===== config.mk =====
export PLATFORM = sky130hd
export DESIGN_NAME = usb_tx_top
export DESIGN_NICKNAME = d
export VERILOG_FILES = /design/src/rtl/usb_tx_pkg.sv /design/src/rtl/usb_tx_config.sv /design/src/rtl/usb_tx_line.sv /design/src/rtl/usb_tx_sequencer.sv /design/src/rtl/usb_tx_shifter.sv /design/src/rtl/usb_tx_timing.sv /design/src/rtl/usb_tx_top.sv
export VERILOG_INCLUDE_DIRS = /design/src /design/src/include
export SDC_FILE = /design/constraint.sdc
export NUM_CORES = 1
export LEC_CHECK = 0
export ABC_AREA = 1
export BUFFER_PORTS_ARGS = -buffer_cell sky130_fd_sc_hd__buf_2
export CAP_MARGIN = 25
export CORE_ASPECT_RATIO = 0.7
export CORE_MARGIN = 1.5
export CORE_UTILIZATION = 53
export DETAILED_ROUTE_END_ITERATION = 10
export PLACE_DENSITY_LB_ADDON = 0.15
export RECOVER_POWER = 50
export SETUP_SLACK_MARGIN = 0.2
export SYNTH_ARGS = -nofsm -noshare
export SYNTH_HDL_FRONTEND = slang
export SYNTH_SLANG_ARGS = --single-unit

===== constraint.sdc =====
create_clock -name usb_clk -period 2.2 [get_ports usb_clk]
set_input_delay 0.22 -clock usb_clk [delete_from_list [all_inputs] [get_ports usb_clk]]
set_output_delay 0.22 -clock usb_clk [all_outputs]
set_load 0.01 [all_outputs]

===== src/include/usb_tx_defs.svh =====
`ifndef USB_TX_DEFS_SVH
`define USB_TX_DEFS_SVH

// clocks per bit time at full speed.
`define USB_FS_DIV 4

// clocks per bit time at low speed.
`define USB_LS_DIV 32

`endif


===== src/rtl/usb_tx_pkg.sv =====
`default_nettype none

package usb_tx_pkg;

	typedef logic [7:0] usb_byte_t;

	// per-bit-time command from the sequencer to the line block.
	typedef struct packed {
		logic oe;
		logic se0;
		logic j;
	} line_ctl_t;

	// differential pair state with its output enable.
	typedef struct packed {
		logic p;
		logic m;
		logic oe;
	} usb_line_t;

	typedef enum logic [2:0] {
		idle    = 3'd0,
		data    = 3'd1,
		eop1    = 3'd2,
		eop2    = 3'd3,
		j_state = 3'd4,
		geop1   = 3'd5,
		geop2   = 3'd6,
		gj      = 3'd7
	} tx_state_e;

endpackage

`default_nettype wire


===== src/rtl/usb_tx_config.sv =====
`default_nettype none

module usb_tx_config (
	input  logic usb_clk,
	input  logic usb_rst,
	input  logic low_speed,
	input  logic generate_eop,
	input  logic line_idle,
	input  logic eop_clear,
	output logic ls_mode,
	output logic eop_pending
);

	// speed only follows low_speed between packets.
	always_ff @(posedge usb_clk) begin
		if (usb_rst) begin
			ls_mode <= low_speed;
		end else if (line_idle) begin
			ls_mode <= low_speed;
		end
	end

	// sticky request, a new pulse in the same cycle as the clear wins.
	always_ff @(posedge usb_clk) begin
		if (usb_rst) begin
			eop_pending <= 1'b0;
		end else if (generate_eop) begin
			eop_pending <= 1'b1;
		end else if (eop_clear) begin
			eop_pending <= 1'b0;
		end
	end

endmodule

`default_nettype wire


===== src/rtl/usb_tx_line.sv =====
`default_nettype none

module usb_tx_line (
	input  logic                  usb_clk,
	input  logic                  usb_rst,
	input  logic                  bit_en,
	input  logic                  ls_mode,
	input  logic                  bit_out,
	input  usb_tx_pkg::line_ctl_t ctl,
	output usb_tx_pkg::usb_line_t line
);
	import usb_tx_pkg::*;

	usb_line_t pair_r;

	// nrzi stage, updated once per bit time.
	always_ff @(posedge usb_clk) begin
		if (usb_rst) begin
			pair_r.p  <= ~ls_mode;
			pair_r.m  <= ls_mode;
			pair_r.oe <= 1'b0;
		end else if (bit_en) begin
			pair_r.oe <= ctl.oe;
			if (!ctl.oe) begin
				// undriven line rests at J for the speed in use.
				pair_r.p <= ~ls_mode;
				pair_r.m <= ls_mode;
			end else if (ctl.se0) begin
				pair_r.p <= 1'b0;
				pair_r.m <= 1'b0;
			end else if (ctl.j) begin
				pair_r.p <= ~ls_mode;
				pair_r.m <= ls_mode;
			end else if (!bit_out) begin
				pair_r.p <= ~pair_r.p;
				pair_r.m <= ~pair_r.m;
			end
		end
	end

	// output register.
	always_ff @(posedge usb_clk) begin
		if (usb_rst) begin
			line.p  <= ~ls_mode;
			line.m  <= ls_mode;
			line.oe <= 1'b0;
		end else begin
			line <= pair_r;
		end
	end

endmodule

`default_nettype wire


===== src/rtl/usb_tx_sequencer.sv =====
`default_nettype none

module usb_tx_sequencer (
	input  logic                  usb_clk,
	input  logic                  usb_rst,
	input  logic                  bit_en,
	input  logic                  tx_valid,
	input  logic                  sr_done,
	input  logic                  eop_pending,
	output logic                  sr_load,
	output logic                  sr_rst,
	output logic                  tx_ready,
	output logic                  eop_clear,
	output logic                  line_idle,
	output usb_tx_pkg::line_ctl_t ctl
);
	import usb_tx_pkg::*;

	tx_state_e state;
	tx_state_e next_state;
	logic      tx_valid_r;
	logic      tx_continue;
	logic      end_ack;

	always_ff @(posedge usb_clk) begin
		if (usb_rst) begin
			state <= idle;
		end else if (bit_en) begin
			state <= next_state;
		end
	end

	// one clock wide, on the edge after the shifter took the byte.
	always_ff @(posedge usb_clk) begin
		if (usb_rst) begin
			tx_ready <= 1'b0;
		end else begin
			tx_ready <= sr_load & bit_en;
		end
	end

	// falling tx_valid ends the packet after the byte in flight.
	always_ff @(posedge usb_clk) begin
		if (usb_rst) begin
			tx_valid_r  <= 1'b0;
			tx_continue <= 1'b1;
		end else begin
			tx_valid_r <= tx_valid;
			if (tx_valid_r && !tx_valid) begin
				tx_continue <= 1'b0;
			end
			if (end_ack) begin
				tx_continue <= 1'b1;
			end
		end
	end

	assign line_idle = (state == idle);

	always_comb begin
		next_state = state;
		sr_load    = 1'b0;
		sr_rst     = 1'b0;
		eop_clear  = 1'b0;
		end_ack    = 1'b0;
		ctl        = '0;
		case (state)
			idle: begin
				if (eop_pending) begin
					sr_rst     = 1'b1;
					next_state = geop1;
				end else if (tx_valid) begin
					// keep the shifter cleared until the load edge.
					sr_load    = 1'b1;
					sr_rst     = ~bit_en;
					next_state = data;
				end else begin
					sr_rst = 1'b1;
				end
			end
			data: begin
				ctl.oe = 1'b1;
				if (sr_done) begin
					if (tx_continue) begin
						sr_load = 1'b1;
					end else begin
						next_state = eop1;
					end
				end
			end
			eop1: begin
				end_ack    = 1'b1;
				sr_rst     = 1'b1;
				ctl.oe     = 1'b1;
				ctl.se0    = 1'b1;
				next_state = eop2;
			end
			eop2: begin
				sr_rst     = 1'b1;
				ctl.oe     = 1'b1;
				ctl.se0    = 1'b1;
				next_state = j_state;
			end
			j_state: begin
				sr_rst     = 1'b1;
				ctl.oe     = 1'b1;
				ctl.j      = 1'b1;
				next_state = idle;
			end
			geop1: begin
				sr_rst     = 1'b1;
				ctl.oe     = 1'b1;
				ctl.se0    = 1'b1;
				next_state = geop2;
			end
			geop2: begin
				sr_rst     = 1'b1;
				ctl.oe     = 1'b1;
				ctl.se0    = 1'b1;
				next_state = gj;
			end
			gj: begin
				// request is dropped only once its burst has gone out.
				eop_clear  = bit_en;
				sr_rst     = 1'b1;
				ctl.oe     = 1'b1;
				ctl.j      = 1'b1;
				next_state = idle;
			end
			default: begin
				next_state = idle;
			end
		endcase
	end

endmodule

`default_nettype wire


===== src/rtl/usb_tx_shifter.sv =====
`default_nettype none

module usb_tx_shifter (
	input  logic                  usb_clk,
	input  logic                  bit_en,
	input  logic                  sr_load,
	input  logic                  sr_rst,
	input  usb_tx_pkg::usb_byte_t data,
	output logic                  bit_out,
	output logic                  sr_done
);

	logic [6:0] sr;
	logic [2:0] bitcount;
	logic [2:0] onecount;
	logic       stuff;

	// six ones in a row put a zero in place of the next bit.
	assign stuff = (onecount == 3'd6);

	always_ff @(posedge usb_clk) begin
		if (sr_rst) begin
			sr_done  <= 1'b1;
			onecount <= 3'd0;
			bit_out  <= 1'b1;
		end else if (bit_en) begin
			if (sr_load) begin
				// bit 0 goes out now, the rest wait in sr.
				sr_done  <= 1'b0;
				bit_out  <= data[0];
				bitcount <= 3'd0;
				sr       <= data[7:1];
				if (data[0]) begin
					onecount <= onecount + 3'd1;
				end else begin
					onecount <= 3'd0;
				end
			end else if (!sr_done) begin
				if (stuff) begin
					onecount <= 3'd0;
					bit_out  <= 1'b0;
					// stuffed zero after the last data bit.
					if (bitcount == 3'd7) begin
						sr_done <= 1'b1;
					end
				end else begin
					bit_out  <= sr[0];
					bitcount <= bitcount + 3'd1;
					sr       <= {1'b0, sr[6:1]};
					if (sr[0]) begin
						onecount <= onecount + 3'd1;
					end else begin
						onecount <= 3'd0;
					end
					// eighth bit out; hold done back if a stuffed zero must follow.
					if ((bitcount == 3'd6) && (!sr[0] || (onecount != 3'd5))) begin
						sr_done <= 1'b1;
					end
				end
			end
		end
	end

endmodule

`default_nettype wire


===== src/rtl/usb_tx_timing.sv =====
`default_nettype none

module usb_tx_timing #(
	parameter int FS_DIV = 4,
	parameter int LS_DIV = 32
) (
	input  logic usb_clk,
	input  logic usb_rst,
	input  logic ls_mode,
	output logic bit_en
);

	localparam int MAX_DIV = (LS_DIV > FS_DIV) ? LS_DIV : FS_DIV;
	localparam int CW = $clog2(MAX_DIV);

	logic [CW-1:0] cnt;
	logic [CW-1:0] last;
	logic          wrap;

	assign last = ls_mode ? CW'(LS_DIV - 1) : CW'(FS_DIV - 1);
	// >= covers a count left above the limit by a speed change.
	assign wrap = (cnt >= last);

	always_ff @(posedge usb_clk) begin
		if (usb_rst) begin
			cnt    <= '0;
			bit_en <= 1'b0;
		end else begin
			cnt    <= wrap ? '0 : cnt + 1'b1;
			bit_en <= wrap;
		end
	end

endmodule

`default_nettype wire


===== src/rtl/usb_tx_top.sv =====
`default_nettype none

`include "usb_tx_defs.svh"

module usb_tx_top #(
	parameter int FS_DIV = `USB_FS_DIV,
	parameter int LS_DIV = `USB_LS_DIV
) (
	input  logic                  usb_clk,
	input  logic                  usb_rst,
	input  usb_tx_pkg::usb_byte_t tx_data,
	input  logic                  tx_valid,
	input  logic                  low_speed,
	input  logic                  generate_eop,
	output logic                  tx_ready,
	output logic                  txp,
	output logic                  txm,
	output logic                  txoe
);
	import usb_tx_pkg::*;

	logic      ls_mode;
	logic      eop_pending;
	logic      eop_clear;
	logic      line_idle;
	logic      bit_en;
	logic      sr_load;
	logic      sr_rst;
	logic      sr_done;
	logic      bit_out;
	line_ctl_t ctl;
	usb_line_t line;

	usb_tx_config u_config (
		.usb_clk     (usb_clk),
		.usb_rst     (usb_rst),
		.low_speed   (low_speed),
		.generate_eop(generate_eop),
		.line_idle   (line_idle),
		.eop_clear   (eop_clear),
		.ls_mode     (ls_mode),
		.eop_pending (eop_pending)
	);

	usb_tx_timing #(
		.FS_DIV(FS_DIV),
		.LS_DIV(LS_DIV)
	) u_timing (
		.usb_clk(usb_clk),
		.usb_rst(usb_rst),
		.ls_mode(ls_mode),
		.bit_en (bit_en)
	);

	usb_tx_shifter u_shifter (
		.usb_clk(usb_clk),
		.bit_en (bit_en),
		.sr_load(sr_load),
		.sr_rst (sr_rst),
		.data   (tx_data),
		.bit_out(bit_out),
		.sr_done(sr_done)
	);

	usb_tx_line u_line (
		.usb_clk(usb_clk),
		.usb_rst(usb_rst),
		.bit_en (bit_en),
		.ls_mode(ls_mode),
		.bit_out(bit_out),
		.ctl    (ctl),
		.line   (line)
	);

	usb_tx_sequencer u_sequencer (
		.usb_clk    (usb_clk),
		.usb_rst    (usb_rst),
		.bit_en     (bit_en),
		.tx_valid   (tx_valid),
		.sr_done    (sr_done),
		.eop_pending(eop_pending),
		.sr_load    (sr_load),
		.sr_rst     (sr_rst),
		.tx_ready   (tx_ready),
		.eop_clear  (eop_clear),
		.line_idle  (line_idle),
		.ctl        (ctl)
	);

	assign txp  = line.p;
	assign txm  = line.m;
	assign txoe = line.oe;

endmodule

`default_nettype wire


==> metrics.md, run 1 <==
| Metric | Value |
|---|---|
| Synthesized netlist net count | 261 |
| Worst ir drop on vdd | between 0.5 and 0.6 mV |
| CTS tree | done |
| Mean number of vias per cell | 4.76 |
| Delay of the slowest cell on the worst path | 0.39 ns |
| Final critical-path setup slack | 0.258 ns |
| Number of detailed-routing iterations run before antenna repair | 4 |
| Data arrival at the endpoint of the critical path | roughly 1.9 ns |
| Post-layout minimum cycle time | 1.94 ns |
| Reg-to-reg startpoint | u_sequencer.state[2]$_SDFFE_PP0P_ |
| Power density over the cells | 708 mW/mm2 |
| Cell type contributing the most total cell area after synthesis | sky130_fd_sc_hd__dfxtp_1 |
| Hold path startpoint | low_speed |
| Number of levels in the clock H-tree | 2 |
| Count of port buffers added during placement | 16 |
| Antenna violations before repair | 0 |
| Final weighted congestion in routability-driven placement | 0.872 |
| Floorplan die area | ~0.0039 mm2 |
| Average footprint of a synthesized cell | 7.82 um2 |
| Worst Hold Path Cells | 1 |
| Share of cells above drive strength 1 | 0.134 |
| Netlist area before placement | 0.00186 mm2 |
| Area growth from synthesis to layout | 13.3% |
| Hpwl dp | 2600 um |
| Clock latency of the later-clocked register in the worst-skew pair | 0.28 ns |
| DIE WIDTH | 73.8 um |
| Via count of the routed design | 1472 |
| Setup repair after global routing missed its margin | false |
| CP Class | reg2reg |
| Terminus of the critical flop-to-flop path | u_shifter.sr[4]$_DFFE_PP_ |
| Synthesis Warnings | 0 |
| Number of storage elements in the synthesis netlist | 35 |
| Post-CTS Hold Buffers | 0 |
| Average wire per standard cell | 11.2 um |
| Top area cells in the synthesized netlist | sky130_fd_sc_hd__dfxtp_1 (24%), sky130_fd_sc_hd__edfxtp_1 (21%), sky130_fd_sc_hd__nand2_1 (16%) |
| Fin. Hold Viols | 0 |
| Starting density of the core | 0.572 |
| Final slew viol count | 0 |
| Crit-path cells | nor2_4 > nand3_1 > nand2_4 > inv_2 > a211oi_4 > buf_4 |
| Number of distinct library cell variants in the gate-level netlist after synthesis | 32 |
| Global Route Usage Sum | 0.205 |
| Flop2flop setup slack | 0.26 ns |
| Timing-limited maximum frequency | 515 MHz |
| Number of antenna cells inserted | 0 |
| Max-Cap Viols | 0 |
| DRC violation total after the first TritonRoute iteration | 127 |
| Startpoint kind of the worst setup timing path | register |
| Wire length of the first global-routing pass | between 5000 and 6000 um |
| Clock root buffer master | sky130_fd_sc_hd__clkbuf_8 |
| Count of nets left with antenna violations after detail routing | 0 |
| Portion of the clock cycle consumed by the worst path in the final layout | 0.883 |
| Clock transition at the registers of the reported paths | 0.07 ns |
| Core area | around 0.0033 mm2 |
| Row count | 17 |
| Transition time at the pin with the least slew margin | 0.640 ns |
| Post-route DRC | 0 |
| Top-Level Pins | 17 |
| Aggregate routed wire length | 3470 um |
| Endpoint of the worst hold-timing path | u_config.ls_mode$_DFFE_PP_ |
| Crit path capture type | register |
| Status | completed |
| Area share of the largest cell type after synthesis | 0.237 |
| Sum of buffers and inverters on the critical path | 2 |
| Static leakage | 1.02 nW |
| Worst-path cell with the longest stage delay | sky130_fd_sc_hd__dfxtp_1 |
| Clock buffer depth | 2 |
| Largest net degree at the start of global routing | 17 |
| Cell count after synthesis | 238 |
| Critical path fanouts, max | 16 |
| Critical path's top delay family | simple AND/OR/NAND/NOR gates |
| Overall power of the completed layout | 0.00149 W |
| Number of fill cells in the layout | 295 |
| Type of the worst min-delay path | in2reg |
| Required time reported for the critical path endpoint | 2.20 ns |
| Layout Skew | 0.00322 ns |
| Final-report setup violation count | 0 |
| Die Y | around 53 um |
| Number of global-route vias before repair | 1405 |
| Number of clock sinks | 35 |
| Number of cells on the worst reg-to-reg path | 6 |
| Setup slack at placement | 0.289 ns |
| Layout Nets | 284 |
| Total grt overflow | 0 |
| Worst slew margin relative to its limit | 0.569 |
| Setup TNS | 0 ns |
| Clock buffers created by TritonCTS | 5 |
| Sequential element share of the synthesized area | 0.447 |
==> metrics by stage <==
step	hold WS, ns	instance area, um2	util	instances
3_3_place_gp	0.401	1980	0.607	299
3_5_place_dp	0.400	1980	0.607	299
4_1_cts	0.0983	2110	0.648	307
2_1_floorplan	0.319	1870	-	238
6_report	0.110	2110	0.648	309
5_1_grt	0.103	2110	0.648	309
==> synth_stat cells <==
cell                       number
sky130_fd_sc_hd__nand3_4        2
sky130_fd_sc_hd__nand4_1        4
sky130_fd_sc_hd__nand3_2        2
sky130_fd_sc_hd__o211ai_1       2
sky130_fd_sc_hd__inv_2          3
sky130_fd_sc_hd__nand3_1       11
sky130_fd_sc_hd__o21ai_0        3
sky130_fd_sc_hd__nor2_4         1
sky130_fd_sc_hd__ha_1          10
sky130_fd_sc_hd__or2_2          1
sky130_fd_sc_hd__edfxtp_1      13
sky130_fd_sc_hd__xor2_1         1
sky130_fd_sc_hd__nor2_1        29
sky130_fd_sc_hd__a21boi_0       1
sky130_fd_sc_hd__nor3_1         1
sky130_fd_sc_hd__nand2_4        2
sky130_fd_sc_hd__a21oi_2        1
sky130_fd_sc_hd__inv_1         29
sky130_fd_sc_hd__o22ai_1        1
sky130_fd_sc_hd__clkbuf_8       2
sky130_fd_sc_hd__dfxtp_1       22
sky130_fd_sc_hd__nand2_1       81
sky130_fd_sc_hd__nand2_2        1
sky130_fd_sc_hd__a21oi_1        7
sky130_fd_sc_hd__a211oi_1       1
sky130_fd_sc_hd__nor2_2         1
sky130_fd_sc_hd__o21ai_1        1
sky130_fd_sc_hd__a221o_1        1
sky130_fd_sc_hd__xnor2_1        1
sky130_fd_sc_hd__buf_6          1
sky130_fd_sc_hd__nand3b_1       1
sky130_fd_sc_hd__buf_2          1
==> placed cells by master (no fill, tap or decap) <==
master / netlist / final
sky130_fd_sc_hd__inv_2: 3 / 3
sky130_fd_sc_hd__inv_1: 29 / 29
sky130_fd_sc_hd__a221o_1: 1 / 1
sky130_fd_sc_hd__nand3_2: 2 / 2
sky130_fd_sc_hd__clkbuf_1: 0 / 5
sky130_fd_sc_hd__a211oi_4: 0 / 1
sky130_fd_sc_hd__edfxtp_1: 13 / 13
sky130_fd_sc_hd__buf_2: 1 / 12
sky130_fd_sc_hd__dfxtp_1: 22 / 22
sky130_fd_sc_hd__o22ai_1: 1 / 1
sky130_fd_sc_hd__o211ai_1: 2 / 2
sky130_fd_sc_hd__nor3_1: 1 / 1
sky130_fd_sc_hd__clkbuf_8: 2 / 5
sky130_fd_sc_hd__xor2_1: 1 / 1
sky130_fd_sc_hd__ha_1: 10 / 10
sky130_fd_sc_hd__nor2_1: 29 / 30
sky130_fd_sc_hd__nand2_1: 81 / 82
sky130_fd_sc_hd__nand3_1: 11 / 12
sky130_fd_sc_hd__a21oi_1: 7 / 7
sky130_fd_sc_hd__nand4_1: 4 / 4
sky130_fd_sc_hd__a21oi_2: 1 / 1
sky130_fd_sc_hd__o21ai_1: 1 / 1
sky130_fd_sc_hd__or2_2: 1 / 1
sky130_fd_sc_hd__o21ai_0: 3 / 3
sky130_fd_sc_hd__xnor2_1: 1 / 1
sky130_fd_sc_hd__nand3b_1: 1 / 1
sky130_fd_sc_hd__bufinv_16: 0 / 2
sky130_fd_sc_hd__nor2_4: 1 / 1
sky130_fd_sc_hd__a21boi_1: 0 / 1
sky130_fd_sc_hd__nand2_4: 2 / 2
sky130_fd_sc_hd__nand3_4: 2 / 1
sky130_fd_sc_hd__buf_4: 0 / 4
==> flip-flops by register name (all words and copies together), names as in the netlist, 3 cells and up <==
name                cells
u_sequencer.state       3
u_line.pair_r           3
u_timing.cnt            5
u_line.line             3
u_shifter.bitcount      3
u_shifter.sr            7
u_shifter.onecount      3
==> kinds of logic (layout without fill, tap and decap cells) <==
| kind of cell | Yosys count | count (layout) | share of synthesized area |
|---|---|---|---|
| xor gates and xnor gates | 2 | 2 | 0.00942 |
| buffers and inverters | 36 | 60 | 0.0881 |
| AOI/OAI and AO/OA | 18 | 18 | 0.0592 |
| adders and majority gates | 10 | 10 | 0.0672 |
| and+or+nand+nor | 137 | 137 | 0.330 |
| DFF | 35 | 35 | 0.447 |
==> repair_timing <==
action / 4_1_cts / 5_1_grt
setup buffers: 0 / 2
setup endpoints to repair: 0 / 8
resized for setup: 0 / 2
==> worst max path at each step <==
stage | startpoint | end | slack [ns] | cells past startpoint
floorplan | u_sequencer.state[2]$_SDFFE_PP0P_ | u_shifter.bitcount[0]$_SDFFCE_PP0P_ | 0.44 | 5
global placement | u_sequencer.state[2]$_SDFFE_PP0P_ | u_shifter.sr[5]$_DFFE_PP_ | 0.34 | 6
detailed placement | u_sequencer.state[2]$_SDFFE_PP0P_ | u_shifter.sr[4]$_DFFE_PP_ | 0.29 | 6
CTS | u_sequencer.state[2]$_SDFFE_PP0P_ | u_shifter.sr[5]$_DFFE_PP_ | 0.28 | 6
global route | u_sequencer.state[2]$_SDFFE_PP0P_ | u_shifter.sr[4]$_DFFE_PP_ | 0.12 | 6
finish | u_sequencer.state[2]$_SDFFE_PP0P_ | u_shifter.sr[4]$_DFFE_PP_ | 0.26 | 6
==> area by class of cell <==
type                            instances  area [um2]  share of cell area
Multi-Input combinational cell        167         861               0.408
Clock inverter                          2        60.1              0.0285
Clock buffer                            6        72.6              0.0344
Tap cell                               47        58.8              0.0279
Timing Repair Buffer                   20         105              0.0499
Inverter                               32         120              0.0570
Sequential cell                        35         831               0.394
==> worst register-to-register path, delay by kind of cell (launching register included) <==
kind | cells | cell delay, ns
and+or+nand+nor | 3 | 0.64
DFF | 1 | 0.39
buffers and inverters | 2 | 0.33
AOI/OAI and AO/OA | 1 | 0.30
==> layer usage <==
| layer | vias to the layer above | GRT usage | part of all wire |
|---|---|---|---|
| met1 | 647 | 0.279 | 0.52 |
| met2 | 27 | 0.317 | 0.42 |
| met4 | 0 | 0.0679 | 0.0095 |
| met5 | - | 0 | 0 |
| met3 | 4 | 0.0558 | 0.048 |
| li1 | 794 | - | - |
==> power breakdown <==
group          internal [W]  switching, W  leakage [nW]  total (W)
Combinational     0.0000387     0.0000685         0.657   0.000107
Sequential         0.000689     0.0000135         0.301   0.000703
Clock              0.000453      0.000229        0.0654   0.000682
Power figures use the tool's default switching activity.
==> inputs of run 2 (changes only) <==
--- a/config.mk
+++ b/config.mk
@@ -11,7 +11,7 @@
 export CAP_MARGIN = 25
 export CORE_ASPECT_RATIO = 0.7
 export CORE_MARGIN = 1.5
-export CORE_UTILIZATION = 53
+export CORE_UTILIZATION = 26
 export DETAILED_ROUTE_END_ITERATION = 10
 export PLACE_DENSITY_LB_ADDON = 0.15
 export RECOVER_POWER = 50
==> run 2 against run 1 <==
Worst hold slack hardly changed. Sequential share of layout area decreased by 0.76 points. Sequential power barely moved. Global-route usage down 9.2 points. Count of clock-buffer cells in the layout grew 1. First-iteration DRC count shrank 1.6%. Clock power fell by 5.1%. Critical endpoint is now u_shifter.sr[0]$_DFFE_PP_.
==> metrics.md, run 2 (synthesized netlist as in run 1, its figures left out) <==
| Metric | Value |
|---|---|
| Setup repair after global routing missed its margin | false |
| Critical path fanouts, max | 16 |
| Max-Cap Viols | 0 |
| Flop2flop setup slack | 0.31 ns |
| Top-Level Pins | 17 |
| Layout Skew | 0.00953 ns |
| Met2 wire len | 1380 um |
| Share of cells above drive strength 1 | 0.134 |
| Static leakage | 1.01 nW |
| Wire length of the first global-routing pass | 6610 um |
| Leading cell types in the layout, fill and taps excluded | sky130_fd_sc_hd__nand2_1 (81), sky130_fd_sc_hd__nor2_1 (30), sky130_fd_sc_hd__inv_1 (29) |
| Pint | 0.00114 W |
| Worst-path cell with the longest stage delay | sky130_fd_sc_hd__dfxtp_1 |
| Worst hold slack | 0.109 ns |
| Post-layout minimum cycle time | 1.89 ns |
| Total grt overflow | 0 |
| CTS tree | done |
| DRC violation total after the first TritonRoute iteration | 125 |
| Die Y | 73.8 um |
| Clock transition at the registers of the reported paths | 0.07 ns |
| DRT met1 WL | 2200 um |
| Fin area | 0.00215 mm2 |
| Clock root buffer master | sky130_fd_sc_hd__clkbuf_8 |
| Layout Nets | 283 |
| Switching Share | 0.220 |
| Final weighted congestion in routability-driven placement | 0.765 |
| Number of clock sinks | 35 |
| Met3 wire length | 139 um |
| Count of nets left with antenna violations after detail routing | 0 |
| Fin. Hold Viols | 0 |
| Reg-to-reg startpoint | u_sequencer.state[2]$_SDFFE_PP0P_ |
| Area growth from synthesis to layout | 15.5% |
| Share of power burned in registers | 0.482 |
| Aggregate routed wire length | 3780 um |
| Sum of buffers and inverters on the critical path | 2 |
| Hold path startpoint | low_speed |
| Row count | 25 |
| Transition time at the pin with the least slew margin | 0.532 ns |
| Number of antenna cells inserted | 0 |
| Total area of sequential cells | 831 um2 |
| Delay of the slowest cell on the worst path | 0.39 ns |
| Antenna violations before repair | 0 |
| DIE WIDTH | 104 um |
| Power density over the cells | between 600 and 700 mW/mm2 |
| Timing-limited maximum frequency | ~530 MHz |
| Hpwl dp | roughly 2800 um |
| Setup TNS | 0 ns |
| Post-route DRC | 0 |
| Final critical-path setup slack | between 0.3 and 0.4 ns |
| Final-report setup violation count | 0 |
| Clock latency of the later-clocked register in the worst-skew pair | 0.29 ns |
| Number of fill cells in the layout | 737 |
| Required time reported for the critical path endpoint | 2.20 ns |
| Average wire per standard cell | 10.7 um |
| Number of global-route vias before repair | 1353 |
| Part of the total power dissipated in combinational logic | 0.074 |
| Relative contribution of the clock network to total power | 0.444 |
| Core area | 0.00685 mm2 |
| Worst ir drop on vdd | slightly below 0.3 mV |
| Setup slack at placement | 0.398 ns |
| Portion of the clock cycle consumed by the worst path in the final layout | 0.861 |
| Clock buffers created by TritonCTS | 5 |
| Number of detailed-routing iterations run before antenna repair | 4 |
| Registers with the highest flip-flop counts | u_shifter.sr: 7 flops, u_timing.cnt: 5 flops |
| Global Route Usage Sum | 0.113 |
| Status | completed |
| Startpoint of the worst setup timing path | u_sequencer.state[2]$_SDFFE_PP0P_ |
| Via count of the routed design | 1454 |
| Critical path's top delay family | simple AND/OR/NAND/NOR gates |
| Largest net degree at the start of global routing | 17 |
| Total net switching power | 0.000321 W |
| Worst slew margin relative to its limit | 0.642 |
| Type of the worst min-delay path | in2reg |
| Most frequent standard cell in the layout excluding fill and tap cells | sky130_fd_sc_hd__nand2_1 |
| Count of port buffers added during placement | 16 |
| Clock buffer depth | 2 |
| CP Class | reg2reg |
| Max FFs per register | 7 |
| Starting density of the core | 0.272 |
| Final slew viol count | 0 |
| Largest Register | u_shifter.sr |
| Number of levels in the clock H-tree | 2 |
| Startpoint kind of the worst setup timing path | register |
| Mean number of vias per cell | between 4 and 5 |
| Crit-path cells | nor2_4 > nand3_1 > nand2_4 > inv_2 > a211oi_2 > buf_4 |
| Post-place instance area | 0.00204 mm2 |
| Number of post-CTS setup repair buffers | 0 |
| Data arrival at the endpoint of the critical path | ~1.9 ns |
| Floorplan die area | just under 0.008 mm2 |
| Highest Signal Layer | met4 |
| Combined area of the multi-input logic cells | 856 um2 |
| Crit path capture type | register |
[run 2: path summary, 6_finish.rpt]
path                                endpoint  depth (start not counted)
setup / recovery   u_shifter.sr[0]$_DFFE_PP_                          6
hold / removal    u_config.ls_mode$_DFFE_PP_                          1
setup reg to reg   u_shifter.sr[0]$_DFFE_PP_                          6
hold reg to reg    u_line.line[0]$_SDFF_PP0_                          2
[run 2: area by class of cell]
type                            instances  area share
Clock inverter                          1      0.0140
Timing Repair Buffer                   19      0.0454
Inverter                               32      0.0559
Tap cell                               94      0.0547
Clock buffer                            7      0.0454
Multi-Input combinational cell        167       0.398
Sequential cell                        35       0.386
[run 2: metrics by stage]
stage          utilization  power [W]  cells
2_1_floorplan            -   0.000797    238
3_3_place_gp         0.298   0.000830    347
3_5_place_dp         0.298   0.000828    347
4_1_cts              0.317    0.00148    355
5_1_grt              0.314    0.00154    355
6_report             0.314    0.00146    355
[run 2: routing by layer]
metal,GRT usage,vias to the layer above
met2,0.145,25
met4,0.0509,0
met5,0,-
met3,0.0373,4
li1,-,804
met1,0.168,621
[run 2: timing repair]
item,CTS,global route
setup endpoints to repair,0,1
hold buffers,0,0
gates resized for setup,0,1
[run 2: power by group through the flow]
stage	logic, W	registers, W	clock network, W
2_1_floorplan	0.0000820	0.000715	0
3_3_place_gp	0.000113	0.000717	0
3_5_place_dp	0.000112	0.000717	0
4_1_cts	0.000112	0.000702	0.000667
5_1_grt	0.000125	0.000705	0.000711
6_report	0.000107	0.000702	0.000647
